### src/source/UartTransmitter.sv
// UART transmitter, 8N1, least significant bit first.
// Each bit lasts ClocksPerBit clocks. start is taken only while idle.
// idle drops in the cycle after start and rises after the full stop bit.
module UartTransmitter #(
    parameter int ClocksPerBit = 8
) (
    input logic clk,
    input logic rst,
    input logic start,
    input logic [7:0] txByte,
    output logic idle,
    output logic uartTx
);
    localparam int CountWidth = (ClocksPerBit > 1) ? $clog2(ClocksPerBit) : 1;

    logic busy;
    logic [CountWidth-1:0] baudCount;
    logic [3:0] bitIndex;
    // Stop, data, start; bit 0 is on the line
    logic [9:0] frame;

    always_ff @(posedge clk) begin
        if (start && !busy) begin
            frame <= {1'b1, txByte, 1'b0};
        end else if (busy && baudCount == CountWidth'(ClocksPerBit - 1)) begin
            frame <= {1'b1, frame[9:1]};
        end
    end

    always_ff @(posedge clk) begin
        if (rst) begin
            busy <= 1'b0;
            baudCount <= '0;
            bitIndex <= '0;
        end else if (!busy) begin
            if (start) begin
                busy <= 1'b1;
                baudCount <= '0;
                bitIndex <= '0;
            end
        end else if (baudCount == CountWidth'(ClocksPerBit - 1)) begin
            baudCount <= '0;
            // Ten bits per frame
            if (bitIndex == 4'd9) begin
                busy <= 1'b0;
            end else begin
                bitIndex <= bitIndex + 4'd1;
            end
        end else begin
            baudCount <= baudCount + 1'b1;
        end
    end

    assign idle = !busy;
    assign uartTx = busy ? frame[0] : 1'b1;

endmodule

### config.mk
export PLATFORM = sky130hd
export DESIGN_NAME = UartTransmitter
export DESIGN_NICKNAME = d
export VERILOG_FILES = /design/src/source/UartTransmitter.sv
export SDC_FILE = /design/constraint.sdc
export NUM_CORES = 1
export LEC_CHECK = 0
export BUFFER_PORTS_ARGS = -buffer_cell sky130_fd_sc_hd__buf_2
export CAP_MARGIN = 20
export CORE_UTILIZATION = 45
export DETAILED_ROUTE_END_ITERATION = 7
export PLACE_DENSITY = 0.72
export SLEW_MARGIN = 5
export SYNTH_ARGS = -nofsm -noshare
export SYNTH_HDL_FRONTEND = slang
export SYNTH_SLANG_ARGS = --single-unit
### constraint.sdc
create_clock -name clk -period 4.4 [get_ports clk]
set_clock_uncertainty 0.15 [all_clocks]
set_input_delay 0.88 -clock clk [delete_from_list [all_inputs] [get_ports clk]]
set_output_delay 0.88 -clock clk [all_outputs]
set_load 0.02 [all_outputs]
Word-level counts from Yosys, hierarchy flattened. Cells that the tools add are included. W data, S select, Z words.

Memories: 0. Output and inout bits: 2. Latch bits: 0. Memory bits (read-only): 0. Logic and storage cells: 31. RAM bits: 0. Register bits after elaboration: 17.

Shifts and indexed selects: 0. $add $sub $neg: 2. $lt $le $gt $ge: 0. Divide/modulo/power cells: 0. Bitwise operators: 0. Reductions and logical operators: 6. Mux-type cells: 14. Eq/ne operators: 4. $mul: 0.

Operators by type and width (number): $mux W9 (2); $mux W4 (4); $mux W3 (3); $mux W1 (5); $add A4 B1 Y4 const B (1); $eq A4 B4 Y1 const B (1); $reduce_bool A2 Y1 (2); $add A3 B1 Y3 const B (1); $eq A3 B3 Y1 const B (1); $reduce_and A3 Y1 (1); $logic_and A1 B1 Y1 (2); $ne A2 B1 Y1 const B (1); $ne A2 B2 Y1 const B (1); $logic_not A1 Y1 (1).

Depth between registers and ports, before layout.
Depth after elaboration: 4. Gate-level depth with buffers: 6. Mapped depth without buffers: 5.

Least setup slack after synthesis. Ideal clock, no wire load.

Path kind: register to output. Start point: register busy. End point: output port uartTx. Arrival: 0.659 ns. Required time: 3.370 ns. Setup slack: 2.711 ns. Cell stages (with the launch flop): 3. Path buffers: 1. Path through: dfxtp_1 buf_2 nand2b_1.

Word-level cells in the longest chain between the ends: 1.

RTL lines: start: declaration (RTL line 16) `logic busy;`; start signal: assignment (RTL line 32) `busy <= 1'b0;`; start signal: assignment (RTL line 37) `busy <= 1'b1;`; start signal: assignment (RTL line 45) `busy <= 1'b0;`; $mux W1 (RTL line 55) `assign uartTx = busy ? frame[0] : 1'b1;`; end: declaration (RTL line 12) `output logic uartTx`.

No other way between the ends.

Worst setup path after layout.
Start point: register busy. End point: output port idle.

Word-level cells in the longest chain between the ends: 1.

RTL lines: $logic_not A1 Y1 (RTL line 54) `assign idle = !busy;`; end: declaration (RTL line 11) `output logic idle,`.

No other way between the ends.

==> out/results.ini <==
[logic_synthesis]
ys_seq_area_frac = 0.5193
synth.distinct_cells = 24
syn_area_sq_um = 809.5
synth_warnings = 0
syn_inst = 72
ys_seq_elements = 17
avgSynthCellArea_sq_um = 11.24
syn-num-nets = 88

[worst_setup_path]
crit_type = reg2out
ff2ff_setup_slack_ps = 2530
critPathLaunchType = flop
crit_required_ps = 3370
path_max_fanout = 22
crit_arrival_ps = 1440
critPathCaptureType = output pin
reg2reg_depth = 2

[routing]
viasPerCell = 5.701
drc = 0
wl_per_cell_microns = 13.43
dr.pass1.iters = 4
vias = 610
postRouteAntennaNets = 0
initialDrtViolationCount = 13
wl_microns = 1437

[cells_and_area]
design_area_sq_um = 900.9
seq_area_sq_um = 420.4
layout-drive-gt1-share = 0.2048
fillers = 136
nets = 100
multi_input_area_sq_um = 349.1
final_util = 0.5651
antenna_cells_inserted = 0
fin_cells = 107
syn_to_final_growth_pct = 11.28

[timing]
hold_violations = 0
worst_pin_slew_ps = 660.9
timing.final.crit_share = 0.5617
maxSlewViolCount = 0
rsz0062_at_grt = no
setup_viol = 0
final.setup.tns_ps = 0
whs_ps = 328.5
slew_headroom = 0.5588
layout_setup_ws_ps = 1929
period_needed_ps = 2471
max_freq_ghz = 0.4046

[place]
dp_slack_ps = 2271
gp_congestion = 0.7723
placed_area_sq_um = 870.8
dp_cells = 103
io_buffer_count = 12
dpl.hpwl_microns = 1014

[floorplanning]
die_w_microns = 44.42
fp.dieH_microns = 44.42
placementRows = 14
io_pins = 13
start_util = 0.5078
coreArea_sq_um = 1594
fp.dieArea_sq_um = 1973

[pwr]
p_leak_nw = 0.3468
power_switching_mw = 0.06997
p_per_area_nw_per_um2 = 318.4
power_frac_comb = 0.079
internal-power_mw = 0.2169
sw_frac_of_total = 0.2439
power_frac_seq = 0.620
p_clk_frac = 0.302
p_total_mw = 0.2868
max-vdd-ir-drop_mv = 0.2465

[grt]
grt_overflow_total = 0
grtUsageTotal = 0.1835
grt_pass1_wl_microns = 2539
antenna_found_initial = 0
grt_max_degree = 23
grt_pass1_vias = 594

[cts]
cts_tree = built
hold_buffers = 0
clock_sinks = 17
clkLatencyLatePin_ps = 300
cts_buffer_depth = 2
cts_resized = 0
numCtsBuffers = 3
cts-root-buf = clkbuf_4
htreeDepth = 1
clk_pin_slew_ps = 110
post_cts_buffers = 0

[worst_hold_path]
min_path_type = reg2reg
whs_path_depth = 1

[run_status]
status = completed

[job]
drv_cap = 0

-- path summary, 6_finish.rpt --
check / startpoint / end
min: frame[0] / frame[0]
min reg2reg: frame[0] / frame[0]
max: busy / idle
max reg2reg: busy / frame[1]
-- synthesized netlist by cell type --
master / instances / area, sq um
o211ai_1: 3 / 22.52
o21bai_1: 1 / 7.510
edfxtp_1: 8 / 240.2
inv_1: 3 / 11.26
dfxtp_1: 9 / 180.2
nor3b_1: 2 / 15.01
a311oi_1: 1 / 8.760
nand2_1: 2 / 7.510
a31oi_1: 2 / 12.51
a21oi_1: 4 / 20.02
buf_6: 1 / 11.26
nand3_1: 3 / 15.01
a22o_1: 1 / 8.760
and3b_1: 2 / 17.52
nor2_1: 5 / 18.77
a32o_1: 8 / 80.08
a21oi_2: 1 / 8.760
or3_1: 4 / 25.02
buf_1: 1 / 3.750
ha_1: 5 / 62.56
buf_2: 2 / 10.01
nand2b_1: 2 / 12.51
clkbuf_1: 1 / 3.750
nand4_1: 1 / 6.260
-- cells in the final DEF (no fill, tap or decap), drive strengths merged --
cell type,netlist,final
and3b,2,2
ha,5,5
nand3,3,3
nor2,5,5
or3,4,4
clkbuf,1,3
a32o,8,8
a22o,1,1
clkinvlp,0,1
o211ai,3,3
dfxtp,9,9
nand2b,2,2
nand4,1,1
nand2,2,2
buf,4,12
a21oi,5,5
edfxtp,8,8
nor3b,2,2
a311oi,1,1
inv,3,3
o21bai,1,1
a31oi,2,2
-- registers in the layout, summed over array words and instances, names as in the netlist --
signal,count
busy,1
frame,9
baudCount,3
bitIndex,4
-- power by group through the flow --
stage                     Combinational (mW)  Sequential [mW]  Clock, mW
final                                 0.0226            0.178     0.0866
after global routing                  0.0252            0.179     0.0991
after CTS                             0.0229            0.178     0.0915
after detailed placement              0.0229            0.181          0
after global placement                0.0224            0.181          0
after floorplan                       0.0172            0.178          0
-- cell type report --
| cell class | count | area share |
|---|---|---|
| sequential | 17 | 0.4667 |
| tap | 24 | 0.03333 |
| inverter | 3 | 0.01250 |
| timing repair buffer | 12 | 0.06667 |
| clock buffer | 3 | 0.02500 |
| multi-input combinational | 47 | 0.3875 |
| clock inverter | 1 | 0.008333 |
-- worst max-delay path: stages, from the launching register on --
cell and delay [ps]:
dfxtp_1 760, inv_1 180, buf_2 200
-- per-layer routing --
metal / global-route usage / share of wire
met1: 0.2100 / 0.46
met2: 0.3059 / 0.47
met3: 0.06122 / 0.044
met4: 0.09091 / 0.022
met5: 0 / 0
-- kinds of logic (layout without fill, tap and decap cells) --
| family | count (synthesis) | count (layout) | share of synthesized area |
|---|---|---|---|
| adders and majority gates | 5 | 5 | 0.07728 |
| buffers and inverters | 8 | 19 | 0.04945 |
| and+or+nand+nor | 21 | 21 | 0.1453 |
| AOI/OAI and AO/OA | 21 | 21 | 0.2087 |
| DFF | 17 | 17 | 0.5193 |
(Power assumes the default switching activity.)
