### config.mk
export PLATFORM = sky130hd
export DESIGN_NAME = AccessDecode_flat
export DESIGN_NICKNAME = d
export VERILOG_FILES = /design/src/source/SocPkg.sv /design/src/source/LineAccessIf.sv /design/src/source/AccessDecode.sv /design/src/flat_wrapper.sv
export SDC_FILE = /design/constraint.sdc
export NUM_CORES = 1
export LEC_CHECK = 0
export BUFFER_PORTS_ARGS = -buffer_cell sky130_fd_sc_hd__buf_2
export CORE_AREA = 2 2 245 247
export DETAILED_ROUTE_END_ITERATION = 7
export DIE_AREA = 0 0 247 249
export SYNTH_ARGS = -nofsm -noshare
export SYNTH_HDL_FRONTEND = slang
export SYNTH_SLANG_ARGS = --single-unit
export TNS_END_PERCENT = 30
### constraint.sdc
create_clock -name clk -period 5.1 [get_ports clk]
set_input_delay 0.765 -clock clk [delete_from_list [all_inputs] [get_ports clk]]
set_output_delay 0.765 -clock clk [all_outputs]
set_load 0.01 [all_outputs]
### src/source/SocPkg.sv
// Shared line geometry, memory map and access types.
// Memory lines are 16 bytes. The core addresses bytes but every access is one line.
// The memory region starts at line MemLineBase. MemLineEnd is only the default size
// and the real size comes from the top parameter MemLines.
package SocPkg;

    localparam int LineBytes = 16;
    localparam int LineWidth = LineBytes * 8;

    // Byte address seen by the core, and the same address in line units
    typedef logic [31:0] addr_t;
    typedef logic [27:0] lineIndex_t;

    localparam lineIndex_t MemLineBase = 28'h000_0000;
    localparam lineIndex_t MemLineEnd = 28'h000_0040;

    // UART transmit register at byte address 0x4000_0000
    localparam lineIndex_t UartLine = 28'h400_0000;

    typedef enum logic [1:0] {
        TargetMem  = 2'h0,
        TargetUart = 2'h1,
        TargetNone = 2'h2
    } target_e;

    // Loader fills the byte view; memory and response move the whole word.
    // UART takes bytes[0]
    typedef union packed {
        logic [LineBytes-1:0][7:0] bytes;
        logic [LineWidth-1:0] word;
    } line_u;

    typedef enum logic [1:0] {
        BootLoad = 2'h0,
        BootRun  = 2'h1
    } bootState_e;

endpackage

### src/source/LineAccessIf.sv
// One line-wide access between the decoder and the line memory.
// The requester holds enable and the request fields until done.
// done is a single-cycle pulse and readValue is valid with it.
interface LineAccessIf;
    import SocPkg::*;

    logic enable;
    logic isWrite;
    lineIndex_t lineIndex;
    line_u writeValue;
    logic done;
    line_u readValue;

    modport requester (
        output enable, isWrite, lineIndex, writeValue,
        input done, readValue
    );

    modport target (
        input enable, isWrite, lineIndex, writeValue,
        output done, readValue
    );

    modport observer (
        input enable, done, readValue
    );

endinterface

### src/source/AccessDecode.sv
// Address decoder and requester mux for the line memory.
// During load the loader owns the memory; the core is ignored until BootRun.
// The core line index is classified as UART, memory or unmapped.
// Only memory accesses raise the memory enable.
module AccessDecode #(
    parameter int MemLines = int'(SocPkg::MemLineEnd - SocPkg::MemLineBase)
) (
    input logic clk,
    input logic rst,
    input SocPkg::bootState_e bootState,
    input logic loaderEnable,
    input SocPkg::lineIndex_t loaderLineIndex,
    input SocPkg::line_u loaderWriteValue,
    input logic reqValid,
    input SocPkg::addr_t reqAddr,
    input logic reqIsWrite,
    input SocPkg::line_u reqWriteValue,
    input logic uartIdle,
    LineAccessIf.requester mem,
    output SocPkg::target_e target,
    output logic uartStart,
    output logic [7:0] uartByte
);
    import SocPkg::*;

    localparam lineIndex_t MemEnd = lineIndex_t'(MemLineBase + MemLines);

    lineIndex_t reqLine;
    logic startGuard;

    assign reqLine = reqAddr[31:4];

    always_comb begin
        if (bootState == BootLoad) begin
            target = TargetMem;
            mem.enable = loaderEnable;
            mem.isWrite = 1'b1;
            mem.lineIndex = loaderLineIndex;
            mem.writeValue = loaderWriteValue;
        end else begin
            if (reqLine == UartLine) begin
                target = TargetUart;
            end else if (reqLine >= MemLineBase && reqLine < MemEnd) begin
                target = TargetMem;
            end else begin
                target = TargetNone;
            end
            mem.enable = reqValid && (target == TargetMem);
            mem.isWrite = reqIsWrite;
            // Memory is indexed from the start of its region
            mem.lineIndex = reqLine - MemLineBase;
            mem.writeValue = reqWriteValue;
        end
    end

    // One start per request; the guard covers the cycle right after a start
    assign uartStart = (bootState == BootRun) && reqValid && reqIsWrite
        && (target == TargetUart) && uartIdle && !startGuard;
    assign uartByte = reqWriteValue.bytes[0];

    always_ff @(posedge clk) begin
        if (rst) begin
            startGuard <= 1'b0;
        end else begin
            startGuard <= uartStart;
        end
    end

endmodule

### src/flat_wrapper.sv
// flat-port wrapper written by rule: the top's interface ports become plain ports
module AccessDecode_flat import SocPkg::*;
#(
    parameter int MemLines = int'(SocPkg::MemLineEnd - SocPkg::MemLineBase)
)
  (clk, rst, bootState, loaderEnable, loaderLineIndex, loaderWriteValue, reqValid, reqAddr, reqIsWrite, reqWriteValue, uartIdle, target, uartStart, uartByte, mem_enable, mem_isWrite, mem_lineIndex, mem_writeValue, mem_done, mem_readValue);
  LineAccessIf mem_i ();
  input logic clk;
  input logic rst;
  input SocPkg::bootState_e bootState;
  input logic loaderEnable;
  input SocPkg::lineIndex_t loaderLineIndex;
  input SocPkg::line_u loaderWriteValue;
  input logic reqValid;
  input SocPkg::addr_t reqAddr;
  input logic reqIsWrite;
  input SocPkg::line_u reqWriteValue;
  input logic uartIdle;
  output SocPkg::target_e target;
  output logic uartStart;
  output logic [7:0] uartByte;
  output wire logic [$bits(mem_i.enable)-1:0] mem_enable;
  output wire logic [$bits(mem_i.isWrite)-1:0] mem_isWrite;
  output wire logic [$bits(mem_i.lineIndex)-1:0] mem_lineIndex;
  output wire logic [$bits(mem_i.writeValue)-1:0] mem_writeValue;
  input wire logic [$bits(mem_i.done)-1:0] mem_done;
  input wire logic [$bits(mem_i.readValue)-1:0] mem_readValue;
  assign mem_enable = mem_i.enable;
  assign mem_isWrite = mem_i.isWrite;
  assign mem_lineIndex = mem_i.lineIndex;
  assign mem_writeValue = mem_i.writeValue;
  assign mem_i.done = mem_done;
  assign mem_i.readValue = mem_readValue;
  AccessDecode #(.MemLines(MemLines)) u_core (.clk(clk), .rst(rst), .bootState(bootState), .loaderEnable(loaderEnable), .loaderLineIndex(loaderLineIndex), .loaderWriteValue(loaderWriteValue), .reqValid(reqValid), .reqAddr(reqAddr), .reqIsWrite(reqIsWrite), .reqWriteValue(reqWriteValue), .uartIdle(uartIdle), .mem(mem_i), .target(target), .uartStart(uartStart), .uartByte(uartByte));
endmodule
### Word level (Yosys, flattened, before mapping)

Index checks and enable logic that the tools add are counted.

* bits in read-only memories: 0
* output and inout port bits: 169
* memory bits (writable): 0
* bits in registers: 1
* memories kept: 0
* latch bits: 0
* logic and storage cells: 24
* input port bits: 453

* shift-type cells: 0
* $lt $le $gt $ge: 2
* multipliers: 0
* div/mod/pow operators: 0
* muxes and demuxes: 8
* add/sub/neg operators: 0
* reductions and logical operators: 10
* equal/unequal tests: 3
* bitwise logic cells: 0

Operator list (count)
* 128-bit two-way mux: 1
* 28-bit by 27-bit equality test with 1-bit output, second input constant: 1
* 28-bit by 1-bit >= comparator with 1-bit output, second input constant: 1
* 28-bit by 7-bit less-than comparator with 1-bit output, second input constant: 1
* 28-bit two-way mux: 1
* 2-bit two-way mux: 4
* 1-bit logical AND: 7
* 2-bit by 1-bit equality test with 1-bit output, second input constant: 2
* 2-bit zero test: 2
* 1-bit two-way mux: 2
* 1-bit zero test: 1

### Logic depth before layout (Yosys ltp)

* depth after elaboration: 10
* gate-level depth with buffers: 5
* mapped depth without buffers: 3

### Least setup slack after synthesis

No wires, ideal clock.

* kind: input-to-output
* start point: input reqAddr[5]
* end point: output uartStart
* arrival: 2.203 ns
* path buffers: 0
* setup slack: 2.132 ns
* stages: 3
* required time: 4.335 ns
* path through: or4_4 -> or4b_4 -> nor4_1

* cells in the longest elaborated chain, start to end: 10
* elaborated cells on any way between the ends: 12
* those cells by class: order compare (2); eq/ne (2); mux (4); reduce/logical (4)

Ends and longest elaborated chain
* start: declaration: RTL line flat_wrapper.sv:15 `input SocPkg::addr_t reqAddr;`
* 28-bit by 1-bit >= comparator with 1-bit output or 28-bit by 7-bit less-than comparator with 1-bit output (tied branches): RTL line AccessDecode.sv:43 `end else if (reqLine >= MemLineBase && reqLine < MemEnd) begin`
* 1-bit logical AND: RTL line AccessDecode.sv:43
* 2-bit two-way mux: RTL line AccessDecode.sv:43
* 2-bit two-way mux *: RTL line AccessDecode.sv:41 `if (reqLine == UartLine) begin`
* 2-bit two-way mux * (2 in a row): RTL line AccessDecode.sv:34 `if (bootState == BootLoad) begin`
* 2-bit by 1-bit equality test with 1-bit output *: RTL line AccessDecode.sv:58 `&& (target == TargetUart) && uartIdle && !startGuard;`
* 1-bit logical AND * (3 in a row): RTL line AccessDecode.sv:58
* end: declaration: RTL line flat_wrapper.sv:20 `output logic uartStart;`

Mark *: on every way between the ends. The rest lies on a longest branch, timed or not. The select of a mux whose other input is x is not followed.

### Worst setup path after layout

* start point: input reqAddr[29]
* end point: output uartStart

Same word-level chain as after synthesis.

==> results.cfg <==
[final_layout]
final_util = 0.09238
final_common_cell = buf_2
syn2layout_area_growth_pct = 160.9
reg_top3 = u_core.startGuard (1)
largest_reg_flops = 1
drive_above_1_share = 0.9716
final_cell_mix = buf_2, mux2_2, nor4_1, nand2_1
max_flop_register = u_core.startGuard
nets = 1125
n_fill_cell = 6865

[clock_tree]
cts_hold_buf = 0
postCtsSetupBuffers = 0
path_clk_slew_ns = 0
post_cts_resized = 0
worst_skew_pair.late_latency_ns = 0

[route]
wire_per_inst_um = 12.51
totalWireLength_um = 18220
drc_errors = 0
vias_per_cell = 2.573
vias = 3749
ant_nets = 0
drt_pre_antenna_iters = 4
drt_iter0_markers = 42

[grt]
grtUsageTotal = 0.05115
grt_pass1_wl_um = 22180
grt_overflow = 0
met3_usage = 0.02413
antenna_found_initial = 16
grt_busiest_layer = met2
grt_pass1_vias = 3727
grt.met1_usage = 0.03409
grt_max_degree = 140
grtUsageMet2 = 0.1009

[power]
p_leak_nw = 2.561
vdd_drop_max_uv = 30.41
power_density_nw_per_um2 = 83.66
power.total_mw = 0.4536

[synthesis]
ys_seq_area_frac = 0.009633
syn_area_um2 = 2078
synth_seq_cells = 1
synthCells = 205
synthesis.nets = 658
syn_area_per_cell_um2 = 10.14
synth_compound_area_frac = 0.01385
synth_cell_type_count = 20
yosys.area_share.simple = 0.06562
synth_edf_count = 0
synthAdderAreaFrac = 0
synth-warning-count = 0
synth_top_family_by_area = multiplexers
ys.flop_type = dfxtp_1
synthMuxAreaShare = 0.8453
synthArstFlopShare = 0
synth_xor_area_frac = 0

[sta]
finalSetupTns_ns = 0
finalMaxSlewViolations = 0
slew_headroom = 0.4989
finalCriticalPeriod_ns = 3.386
clock_skew_ns = 0
max_freq_ghz = 0.2954
hold_viol = 0
rsz0062_at_grt = no
worst_pin_slew_ns = 0.7448
post-route-period-util = 0.6639
setup_viol = 0

[critical_path]
regToRegStartpoint = u_core.startGuard$_SDFF_PP0_
cp.arrival_ns = 2.62
cp_max_fo = 5
reg2reg_to = u_core.startGuard$_SDFF_PP0_
cp-end-kind = primary output
cp_slowest_stage_delay_ns = 0.66
worstPathRequired_ns = 4.34
crit_chain = buf_2 > nor4_1 > nand4_1 > nor4_1 > buf_2
crit_type = input port to primary output
reg2reg_depth = 3
critPathLaunchType = input port
setup.worst_path.start = reqAddr[29]
slowest_stage = nor4_1
endpoint = uartStart
reg2reg_slack_ns = 4.20

[die]
rows = 89
die_area_um2 = 61500
ios = 622
initial_utilization = 0.03541
die_h_um = 249
die_x_um = 247
core_area_um2 = 58690

[hold_path]
min_from = u_core.startGuard$_SDFF_PP0_
hp-class = flop to flop

[status]
status = complete, no violations

[job]
drv_cap = 0

[placed_design]
port_buffers = 488
place_congestion = 0.9335
dp_hpwl_um = 16890
logic make-up after synthesis:
kind of cell | count (synthesis)
buf+inv | 25
mux | 156
flops | 1
simple gates | 20
compound gates | 3
per-layer routing:
| layer | wire length (um) | vias up | share of wire |
|---|---|---|---|
| met5 | 23 | - | 0.0013 |
| met4 | 1564 | 4 | 0.086 |
| met3 | 3046 | 40 | 0.17 |
| met2 | 8923 | 371 | 0.49 |
| met1 | 4663 | 1602 | 0.26 |
| li1 | - | 1732 | - |
metrics by stage:
| stage | instances | worst slack, ns | hold slack [ns] | cell area [um^2] |
|---|---|---|---|---|
| final | 1457 | 1.714 | 0.6739 | 5421 |
| after global routing | 1457 | 1.529 | 0.7187 | 5421 |
| after CTS | 1443 | 1.553 | 0.6787 | 5386 |
| after detailed placement | 1443 | 1.570 | 0.6802 | 5386 |
| after global placement | 1443 | 1.606 | 0.6688 | 5386 |
| after floorplan | 205 | 2.132 | 0.6372 | 2078 |
worst max-delay path: cells and delay by family:
kind,cells,cell delay (ns)
buf+inv,2,0.38
simple gates,3,1.46
worst min path at each step:
stage | to | slack [ns] | cells past startpoint
after global routing | u_core.startGuard$_SDFF_PP0_ | 0.72 | 3
after floorplan | u_core.startGuard$_SDFF_PP0_ | 0.64 | 3
after CTS | u_core.startGuard$_SDFF_PP0_ | 0.68 | 3
after detailed placement | u_core.startGuard$_SDFF_PP0_ | 0.68 | 3
after global placement | u_core.startGuard$_SDFF_PP0_ | 0.67 | 3
final | u_core.startGuard$_SDFF_PP0_ | 0.67 | 3
cell usage after synthesis, drive strengths merged (2+ instances only):
library cell | instances | area [um^2]
buf | 18 | 110.1
nor2 | 2 | 7.510
mux2 | 156 | 1757
nor4 | 7 | 43.79
nand2 | 2 | 7.510
clkbuf | 7 | 26.28
layout make-up:
type / instances / area (um^2) / share of cell area
sequential: 1 / 20.02 / 0.003693
tap: 773 / 967.2 / 0.1784
multi-input combinational: 179 / 1929 / 0.3559
timing repair buffer: 490 / 2470 / 0.4556
antenna: 14 / 35.03 / 0.006462
where the power goes:
group,internal [mW],switching (mW)
registers,0.00798,0.000000000000131
clock network,0.000000369,0
logic,0.243,0.202
Power figures use the tool's default switching activity.
