[src/source/SocPkg.sv]
// Shared line geometry, memory map and access types.
// Memory lines are 16 bytes. The core addresses bytes but every access is one line.
// The memory region starts at line MemLineBase. MemLineEnd is only the default size
// and the real size comes from the top parameter MemLines.
package SocPkg;

    localparam int LineBytes = 16;
    localparam int LineWidth = LineBytes * 8;

    // Byte address seen by the core, and the same address in line units
    typedef logic [31:0] addr_t;
    typedef logic [27:0] lineIndex_t;

    localparam lineIndex_t MemLineBase = 28'h000_0000;
    localparam lineIndex_t MemLineEnd = 28'h000_0040;

    // UART transmit register at byte address 0x4000_0000
    localparam lineIndex_t UartLine = 28'h400_0000;

    typedef enum logic [1:0] {
        TargetMem  = 2'h0,
        TargetUart = 2'h1,
        TargetNone = 2'h2
    } target_e;

    // Loader fills the byte view; memory and response move the whole word.
    // UART takes bytes[0]
    typedef union packed {
        logic [LineBytes-1:0][7:0] bytes;
        logic [LineWidth-1:0] word;
    } line_u;

    typedef enum logic [1:0] {
        BootLoad = 2'h0,
        BootRun  = 2'h1
    } bootState_e;

endpackage

[src/source/LineAccessIf.sv]
// One line-wide access between the decoder and the line memory.
// The requester holds enable and the request fields until done.
// done is a single-cycle pulse and readValue is valid with it.
interface LineAccessIf;
    import SocPkg::*;

    logic enable;
    logic isWrite;
    lineIndex_t lineIndex;
    line_u writeValue;
    logic done;
    line_u readValue;

    modport requester (
        output enable, isWrite, lineIndex, writeValue,
        input done, readValue
    );

    modport target (
        input enable, isWrite, lineIndex, writeValue,
        output done, readValue
    );

    modport observer (
        input enable, done, readValue
    );

endinterface

[src/source/AccessResult.sv]
// Response stage for the core request port.
// Memory accesses complete with the memory's done, UART writes complete when
// the transmitter is idle, everything else completes at once with zero.
// No response is given while loading.
module AccessResult (
    LineAccessIf.observer mem,
    input SocPkg::target_e target,
    input SocPkg::bootState_e bootState,
    input logic reqValid,
    input logic reqIsWrite,
    input logic uartIdle,
    output logic respDone,
    output SocPkg::line_u respReadValue
);
    import SocPkg::*;

    always_comb begin
        respDone = 1'b0;
        respReadValue = '0;
        if (bootState == BootRun && reqValid) begin
            case (target)
                TargetMem: begin
                    respDone = mem.done;
                    respReadValue = mem.readValue;
                end
                // UART reads always return zero right away
                TargetUart: begin
                    respDone = !reqIsWrite || uartIdle;
                end
                default: begin
                    respDone = 1'b1;
                end
            endcase
        end
    end

endmodule

[src/flat_wrapper.sv]
// flat-port wrapper written by rule: the top's interface ports become plain ports
module AccessResult_flat import SocPkg::*;
  (target, bootState, reqValid, reqIsWrite, uartIdle, respDone, respReadValue, mem_enable, mem_done, mem_readValue);
  LineAccessIf mem_i ();
  input SocPkg::target_e target;
  input SocPkg::bootState_e bootState;
  input logic reqValid;
  input logic reqIsWrite;
  input logic uartIdle;
  output logic respDone;
  output SocPkg::line_u respReadValue;
  input wire logic [$bits(mem_i.enable)-1:0] mem_enable;
  input wire logic [$bits(mem_i.done)-1:0] mem_done;
  input wire logic [$bits(mem_i.readValue)-1:0] mem_readValue;
  assign mem_i.enable = mem_enable;
  assign mem_i.done = mem_done;
  assign mem_i.readValue = mem_readValue;
  AccessResult u_core (.mem(mem_i), .target(target), .bootState(bootState), .reqValid(reqValid), .reqIsWrite(reqIsWrite), .uartIdle(uartIdle), .respDone(respDone), .respReadValue(respReadValue));
endmodule
[config.mk]
export PLATFORM = sky130hd
export DESIGN_NAME = AccessResult_flat
export DESIGN_NICKNAME = d
export VERILOG_FILES = /design/src/source/SocPkg.sv /design/src/source/LineAccessIf.sv /design/src/source/AccessResult.sv /design/src/flat_wrapper.sv
export SDC_FILE = /design/constraint.sdc
export NUM_CORES = 1
export LEC_CHECK = 0
export BUFFER_PORTS_ARGS = -buffer_cell sky130_fd_sc_hd__buf_2
export CAP_MARGIN = 20
export CORE_AREA = 2 2 103 105
export DETAILED_ROUTE_END_ITERATION = 7
export DIE_AREA = 0 0 105 107
export PLACE_DENSITY = 0.73
export SYNTH_ARGS = -nofsm -noshare
export SYNTH_HDL_FRONTEND = slang
export SYNTH_SLANG_ARGS = --single-unit
[constraint.sdc]
create_clock -name vclk -period 0.9
set_input_delay 0.135 -clock vclk [all_inputs]
set_output_delay 0.135 -clock vclk [all_outputs]
set_load 0.03 [all_outputs]
After elaboration in Yosys (flattened, before gate mapping)
Cells that the tools add are included.
{"block": "totals", "reg_bits": 0, "input_bits": 137, "out_inout_bits": 129, "wordCells": 10}
{"block": "classes", "eq_ne": 2, "mux": 4, "reduce_logical": 4}
{"op": "two-way mux 128 bit", "n": 2}
{"op": "== test 2 x 1 -> 1 bit, second input constant", "n": 2}
{"op": "zero test 2 bit", "n": 1}
{"op": "one-hot mux 1 bit (2 select lines)", "n": 1}
{"op": "logical AND 1 bit", "n": 1}
{"op": "zero test 1 bit", "n": 1}
{"op": "logical OR 1 bit", "n": 1}
{"op": "two-way mux 1 bit", "n": 1}

Logic depth before layout (Yosys ltp)
Gate-level depths: netlist (run 1).
{"block": "depth", "word_depth": 4, "ltp_mapped": 4, "ltp_nobuf": 2}

Worst setup path after synthesis (run 1)
OpenSTA, ideal clock, no wires.
{"block": "synth_timing", "path_kind": "input -> output", "startpoint": "in bootState[1]", "endpoint": "out respReadValue[0] in the netlist's numbering", "arrival_time_ps": 1509, "required_time_ps": 765, "path_slack_ps": -744, "path_stages": 3, "n_path_buf": 1, "cell_sequence": "nand3b_4 -> buf_6 -> nor4b_1"}
{"element": "start: declaration", "line": "flat_wrapper.sv:6", "source": "input SocPkg::bootState_e bootState;"}
{"element": "end: declaration", "line": "flat_wrapper.sv:11", "source": "output SocPkg::line_u respReadValue;"}

==> results of run 1 <==
## per-stage QoR
stage	TNS, ns	worst slack (ns)
final	-50.95	-0.497
after global routing	-56.91	-0.537
after CTS	-53.17	-0.463
after detailed placement	-59.49	-0.525
after global placement	-57.10	-0.520
after floorplan	-41.78	-0.353
## critical path, cell delays in order
cell and delay [ns]:
buf_6 0.09, nand3b_4 0.17, buf_12 0.18, buf_12 0.16
nor4b_4 0.32, buf_6 0.18
## cells by family after synthesis
group                  synth area share (%)
AND/OR/NAND/NOR                        84.2
buffers and inverters                  15.8
## cell type report
class	instances	area (um2)	share of cell area (%)
Tap cell	136	170	2.83
Multi-Input combinational cell	132	3080	51.2
Timing Repair Buffer	321	2760	45.9
## metal layers
layer  track usage [%]  part of all wire, %  up-vias
li1                  -                    -     1307
met1              17.3                   34     1334
met2              33.3                   59      146
met3              2.01                  6.4        2
met4                 0                 0.18        0
met5                 0                    0        -
## worst max path at each step
stage | start | to | cells past startpoint
floorplan | bootState[1] | respReadValue[18] | 4
global placement | bootState[1] | respReadValue[28] | 6
detailed placement | bootState[1] | respReadValue[28] | 6
CTS | bootState[1] | respReadValue[23] | 6
global route | bootState[1] | respReadValue[76] | 6
finish | bootState[1] | respReadValue[76] | 6
## cell usage in the layout, fill, tap and decap left out, drive strengths merged
master	count
nor4bb	1
nand3b	1
nor3	2
nor4b	128
buf	321
## Yosys cell counts (all sizes together)
master	n	area share, %
nand3b	1	0.82
nor3	2	0.41
nor4b	128	83
nor4bb	1	0.41
buf	42	16
## what timing repair did
item | CTS | global route
gates resized for setup | 185 | 48
setup endpoints to repair | 129 | 129
gates cloned | 1 | 0
buffers inserted | 3 | 0
pin swaps | 21 | 22
endpoints found under the hold margin | 0 | 0
## power by group through the flow
stage / logic [mW] / registers (mW) / clock network (mW)
2_1_floorplan: 1.20 / 0 / 0
3_3_place_gp: 1.73 / 0 / 0
3_5_place_dp: 1.78 / 0 / 0
4_1_cts: 1.89 / 0 / 0
5_1_grt: 1.99 / 0 / 0
6_report: 1.91 / 0 / 0
==> impl_metrics.yaml, run 1 <==
global_route:
  grt_pass1_wl_um: 14900
  antenna_found_initial: 0
  grt-ovfl-total: 0
  grt_start_max_net_pins: 30
  grt_use_total_pct: 15.7
  grt_pass1_vias: 2912
cells_and_area:
  nets: 592
  diodes: 0
  design_area_um2: 6020
  n_fill_cell: 761
  finalNonFillerCells: 589
  seq_cell_count: 0
  layout-drive-gt1-share_pct: 99.8
  nClkBuffers: 0
  syn2layout_area_growth_pct: 146
  final_util_pct: 59.6
  seq_area_um2: 0
floorplanning:
  die_h_um: 107
  die-area_um2: 11200
  start_util_pct: 24.2
  die_w_um: 105
  pin_count: 266
  rows: 37
  core_um2: 10100
place:
  port_buffers: 265
  dpl_cell_area_um2: 5210
  dp.cells: 585
  gp_congestion: 0.716
  dp_hpwl_um: 7810
route:
  drc: 0
  first_iter_violations: 53
  wl_per_cell_um: 17.4
  ant_nets: 0
  num_vias: 2789
  avgViaCountPerCell: 4.74
  drt-total-wl_um: 10300
  dr.pass1.iters: 4
timing:
  fin_hold_ws_ns: 0.612
  worst_pin_slew_ns: 0.331
  fin_crit_sh_pct: 155
  slew_viol_final: 0
  post-route-min-period_ns: 1.40
  relSlewSlack_pct: 77.6
  fmax_mhz: 716
  setup_violations: 129
  hold_violations: 0
  grt_setup_unrepaired: "yes"
  setup_ws_ns: -0.497
yosys:
  yosysSeqAreaShare_pct: 0
  synthCells: 174
  synth_cell_type_count: 10
  syn-num-nets: 311
  synth.cell_area_um2: 2440
  ys_warn_count: 0
  avgSynthCellArea_um2: 14.0
power_and_ir_drop:
  pwr-share-seq_pct: 0
  power_mw: 1.91
  p_int_uw: 917
  power_density_nw_per_um2: 317
  p_clk_share_pct: 0
  comb_power_share_pct: 100.0
  vdd_ir_drop_max_mv: 0.282
  p_switching_uw: 989
  netSwitchingFraction_pct: 51.9
  leakage_nw: 2.74
worst_hold_path:
  hp-start: "mem_readValue[42]"
  holdPathStages: 3
  min_path_type: "input pin to output pin"
  hold_path_end: "respReadValue[42]"
clock_tree:
  ctsHoldBuffers: 0
outcome:
  status: "finished with violations"
  violations: "setup timing"
setup_path:
  crit_fanout: 16
  start_kind: "input pin"
  critical_path.endpoint_type: "output pin"
  arrival_ns: 1.26
  required_ns: 0.76
  crit_type: "input pin to output pin"
flow_run:
  maxCapViolCount: 0
No activity file was read; power rests on OpenSTA's default activity.
==> inputs of run 2 (changes only) <==
--- a/config.mk
+++ b/config.mk
@@ -5,7 +5,7 @@
 export SDC_FILE = /design/constraint.sdc
 export NUM_CORES = 1
 export LEC_CHECK = 0
-export BUFFER_PORTS_ARGS = -buffer_cell sky130_fd_sc_hd__buf_2
+export BUFFER_PORTS_ARGS = -buffer_cell sky130_fd_sc_hd__buf_4
 export CAP_MARGIN = 20
 export CORE_AREA = 2 2 103 105
 export DETAILED_ROUTE_END_ITERATION = 7
==> impl_metrics.yaml, run 2 (synthesized netlist as in run 1, its figures left out) <==
global_route:
  grt-ovfl-total: 0
  antenna_found_initial: 0
  grt_use_total_pct: 16.7
  grt_pass1_vias: 2933
  grt_start_max_net_pins: 19
  grt_pass1_wl_um: 15600
route:
  drt-total-wl_um: 10500
  drc: 0
  ant_nets: 0
  wl_per_cell_um: 17.5
  dr.pass1.iters: 4
  num_vias: 2801
  first_iter_violations: 94
  avgViaCountPerCell: 4.68
timing:
  relSlewSlack_pct: 82.7
  setup_violations: 129
  slew_viol_final: 0
  setup_ws_ns: -0.470
  grt_setup_unrepaired: "yes"
  fin_crit_sh_pct: 152
  hold_violations: 0
  post-route-min-period_ns: 1.37
  worst_pin_slew_ns: 0.259
  fmax_mhz: 730
cells_and_area:
  nClkBuffers: 0
  syn2layout_area_growth_pct: 167
  diodes: 0
  mostFrequentLayoutCell: "buf_4"
  layout_common_cells: "buf_4, nor4b_4, buf_6, buf_12, nor4b_2"
  final_util_pct: 64.5
  seq_cell_count: 0
  nets: 601
  n_fill_cell: 698
  multiInputGateArea_um2: 3090
  seq_area_um2: 0
  layout-drive-gt1-share_pct: 100
floorplanning:
  rows: 37
  die-area_um2: 11200
  die_w_um: 105
  core_um2: 10100
  die_h_um: 107
  start_util_pct: 24.2
  pin_count: 266
setup_path:
  crit_fanout: 12
  start_kind: "input pin"
  crit_type: "input pin to output pin"
  arrival_ns: 1.24
  crit_path_frequent_cell: "buf_12"
  critical_path.endpoint_type: "output pin"
  cp_slowest_stage_delay_ns: 0.27
  required_ns: 0.76
  cpMaxStageDelayCell: "nor4b_4"
  cp_cell_sequence: "buf_6, nand3b_4, buf_12, buf_12, nor4b_4, buf_4"
place:
  port_buffers: 265
  gp_congestion: 0.741
  dp_hpwl_um: 8430
outcome:
  violations: "setup timing"
  status: "finished with violations"
flow_run:
  maxCapViolCount: 0
power_and_ir_drop:
  vdd_ir_drop_max_mv: 0.337
  leakage_nw: 2.92
  power_density_nw_per_um2: 328
  power_mw: 2.13
clock_tree:
  ctsHoldBuffers: 0
worst_hold_path:
  min_path_type: "input pin to output pin"
run 2: final cells by class:
| cell class | instances | share of cell area (%) |
|---|---|---|
| Multi-Input combinational cell | 132 | 47.4 |
| Timing Repair Buffer | 330 | 50.0 |
| Tap cell | 136 | 2.61 |
run 2: worst paths after layout:
| path | startpoint | to | slack, ns | cells past startpoint |
|---|---|---|---|---|
| setup / recovery | bootState[1] | respReadValue[3] | -0.47 | 6 |
| hold / removal | mem_readValue[12] | respReadValue[12] | 0.62 | 3 |
run 2: repair_timing:
action	in CTS	in global routing
pin swaps	1	9
endpoints found under the hold margin	0	0
endpoints found under the setup margin	129	129
resized for setup	82	30
setup buffers	5	2
run 2: routing by layer:
layer | GRT usage (%) | wire length, um
met1 | 18.6 | 3620
met2 | 34.4 | 6080
met3 | 2.74 | 732
met4 | 0.476 | 25
met5 | 0 | 0
run 2: where the power goes:
part           switching (mW)  leakage, nW  internal, mW  total (mW)
logic                   0.999         2.92          1.13        2.13
registers                   0            0             0           0
clock network               0            0             0           0
total                   0.999         2.92          1.13        2.13
run 2: worst max-delay path: cells and delay by family:
family / cells / cell delay [ns]
buffers and inverters: 4 / 0.64
AND/OR/NAND/NOR: 2 / 0.46
run 2: per-stage QoR:
| step | hold slack [ns] | setup WS (ns) | setup TNS [ns] | instances | area, um2 |
|---|---|---|---|---|---|
| floorplan | 0.412 | -0.353 | -41.78 | 174 | 3470 |
| global placement | 0.648 | -0.498 | -55.76 | 592 | 6020 |
| detailed placement | 0.649 | -0.525 | -58.56 | 592 | 6020 |
| CTS | 0.625 | -0.500 | -55.60 | 597 | 6390 |
| global route | 0.628 | -0.514 | -59.39 | 598 | 6510 |
| finish | 0.622 | -0.470 | -54.02 | 598 | 6510 |
==> inputs of run 3 (changes only) <==
--- a/config.mk
+++ b/config.mk
@@ -7,10 +7,11 @@
 export LEC_CHECK = 0
 export BUFFER_PORTS_ARGS = -buffer_cell sky130_fd_sc_hd__buf_4
 export CAP_MARGIN = 20
-export CORE_AREA = 2 2 103 105
+export CELL_PAD_IN_SITES_DETAIL_PLACEMENT = 1
+export CELL_PAD_IN_SITES_GLOBAL_PLACEMENT = 1
+export CORE_UTILIZATION = 23
 export DETAILED_ROUTE_END_ITERATION = 7
-export DIE_AREA = 0 0 105 107
-export PLACE_DENSITY = 0.73
+export PLACE_DENSITY = 0.92
 export SYNTH_ARGS = -nofsm -noshare
 export SYNTH_HDL_FRONTEND = slang
 export SYNTH_SLANG_ARGS = --single-unit
==> impl_metrics.yaml, run 3 (synthesized netlist as in run 1, its figures left out) <==
outcome:
  status: "finished with violations"
  violations: "setup timing"
place:
  dpl_cell_area_um2: 5780
  dp.cells: 572
  dp_hpwl_um: 9790
  port_buffers: 265
  gp_congestion: 0.737
floorplanning:
  die_w_um: 105
  pin_count: 266
  die-area_um2: 11000
  die_h_um: 105
  core_um2: 10300
  rows: 37
  start_util_pct: 23.6
cells_and_area:
  layout-drive-gt1-share_pct: 99.8
  final_util_pct: 61.3
  multiInputGateArea_um2: 3090
  syn2layout_area_growth_pct: 159
  seq_area_um2: 0
  design_area_um2: 6330
  diodes: 0
  finalNonFillerCells: 575
  seq_cell_count: 0
  n_fill_cell: 966
  nClkBuffers: 0
  nets: 578
  mostFrequentLayoutCell: "buf_4"
  layout_common_cells: "buf_4, nor4b_4, buf_6, buf_12"
setup_path:
  required_ns: 0.76
  arrival_ns: 1.22
  critical_path.endpoint_type: "output pin"
  crit_type: "input pin to output pin"
  start_kind: "input pin"
  crit_fanout: 11
route:
  wl_per_cell_um: 22.1
  ant_nets: 0
  dr.pass1.iters: 4
  first_iter_violations: 72
  avgViaCountPerCell: 4.91
  num_vias: 2823
  drc: 0
  drt-total-wl_um: 12700
flow_run:
  maxCapViolCount: 0
timing:
  slew_viol_final: 0
  fmax_mhz: 737
  fin_hold_ws_ns: 0.624
  setup_ws_ns: -0.457
  grt_setup_unrepaired: "yes"
  fin_crit_sh_pct: 151
  worst_pin_slew_ns: 0.495
  post-route-min-period_ns: 1.36
  setup_violations: 129
  relSlewSlack_pct: 67.0
  hold_violations: 0
power_and_ir_drop:
  leakage_nw: 2.81
  power_density_nw_per_um2: 327
  vdd_ir_drop_max_mv: 0.229
  power_mw: 2.07
global_route:
  grt_start_max_net_pins: 44
  grt_pass1_vias: 3126
  grt_pass1_wl_um: 18400
  grt_use_total_pct: 20.9
  grt-ovfl-total: 0
  antenna_found_initial: 0
worst_hold_path:
  min_path_type: "input pin to output pin"
[run 3: worst max-delay path, cell delays in order]
cell and delay [ns]:
buf_6 0.09, nand3b_4 0.17, buf_12 0.17, buf_12 0.17, nor4b_4 0.27, buf_4 0.20
[run 3: per-layer routing]
metal	routed length, um	global-route usage [%]	up-vias
li1	-	-	1282
met1	4110	21.4	1382
met2	7650	44.7	147
met3	730	2.87	12
met4	188	2.72	0
met5	0	0	-
[run 3: cell type report]
type	instances	share of cell area (%)
multi-input combinational	132	48.9
timing repair buffer	307	48.4
tap	136	2.69
[run 3: stage by stage]
step                TNS, ns  worst slack [ns]
floorplan            -41.78            -0.353
global placement     -54.20            -0.454
detailed placement   -56.63            -0.525
CTS                  -51.94            -0.462
global route         -55.28            -0.484
finish               -50.70            -0.457
[run 3: power breakdown]
group	switching, mW	leakage (nW)	internal (mW)	total (mW)
clock	0	0	0	0
combinational	1.02	2.81	1.05	2.07
sequential	0	0	0	0
[run 3: path summary, 6_finish.rpt]
check	start	end	slack [ns]	cells past startpoint
max	bootState[1]	respReadValue[42]	-0.46	6
min	mem_readValue[63]	respReadValue[63]	0.62	3
[run 3: timing repair]
action | in CTS | in global routing
gates resized for setup | 84 | 36
cloned | 1 | 1
pin swaps | 35 | 22
hold endpoints to repair | 0 | 0
hold buffers | 0 | 0
buffers inserted | 1 | 0
setup endpoints to repair | 129 | 129
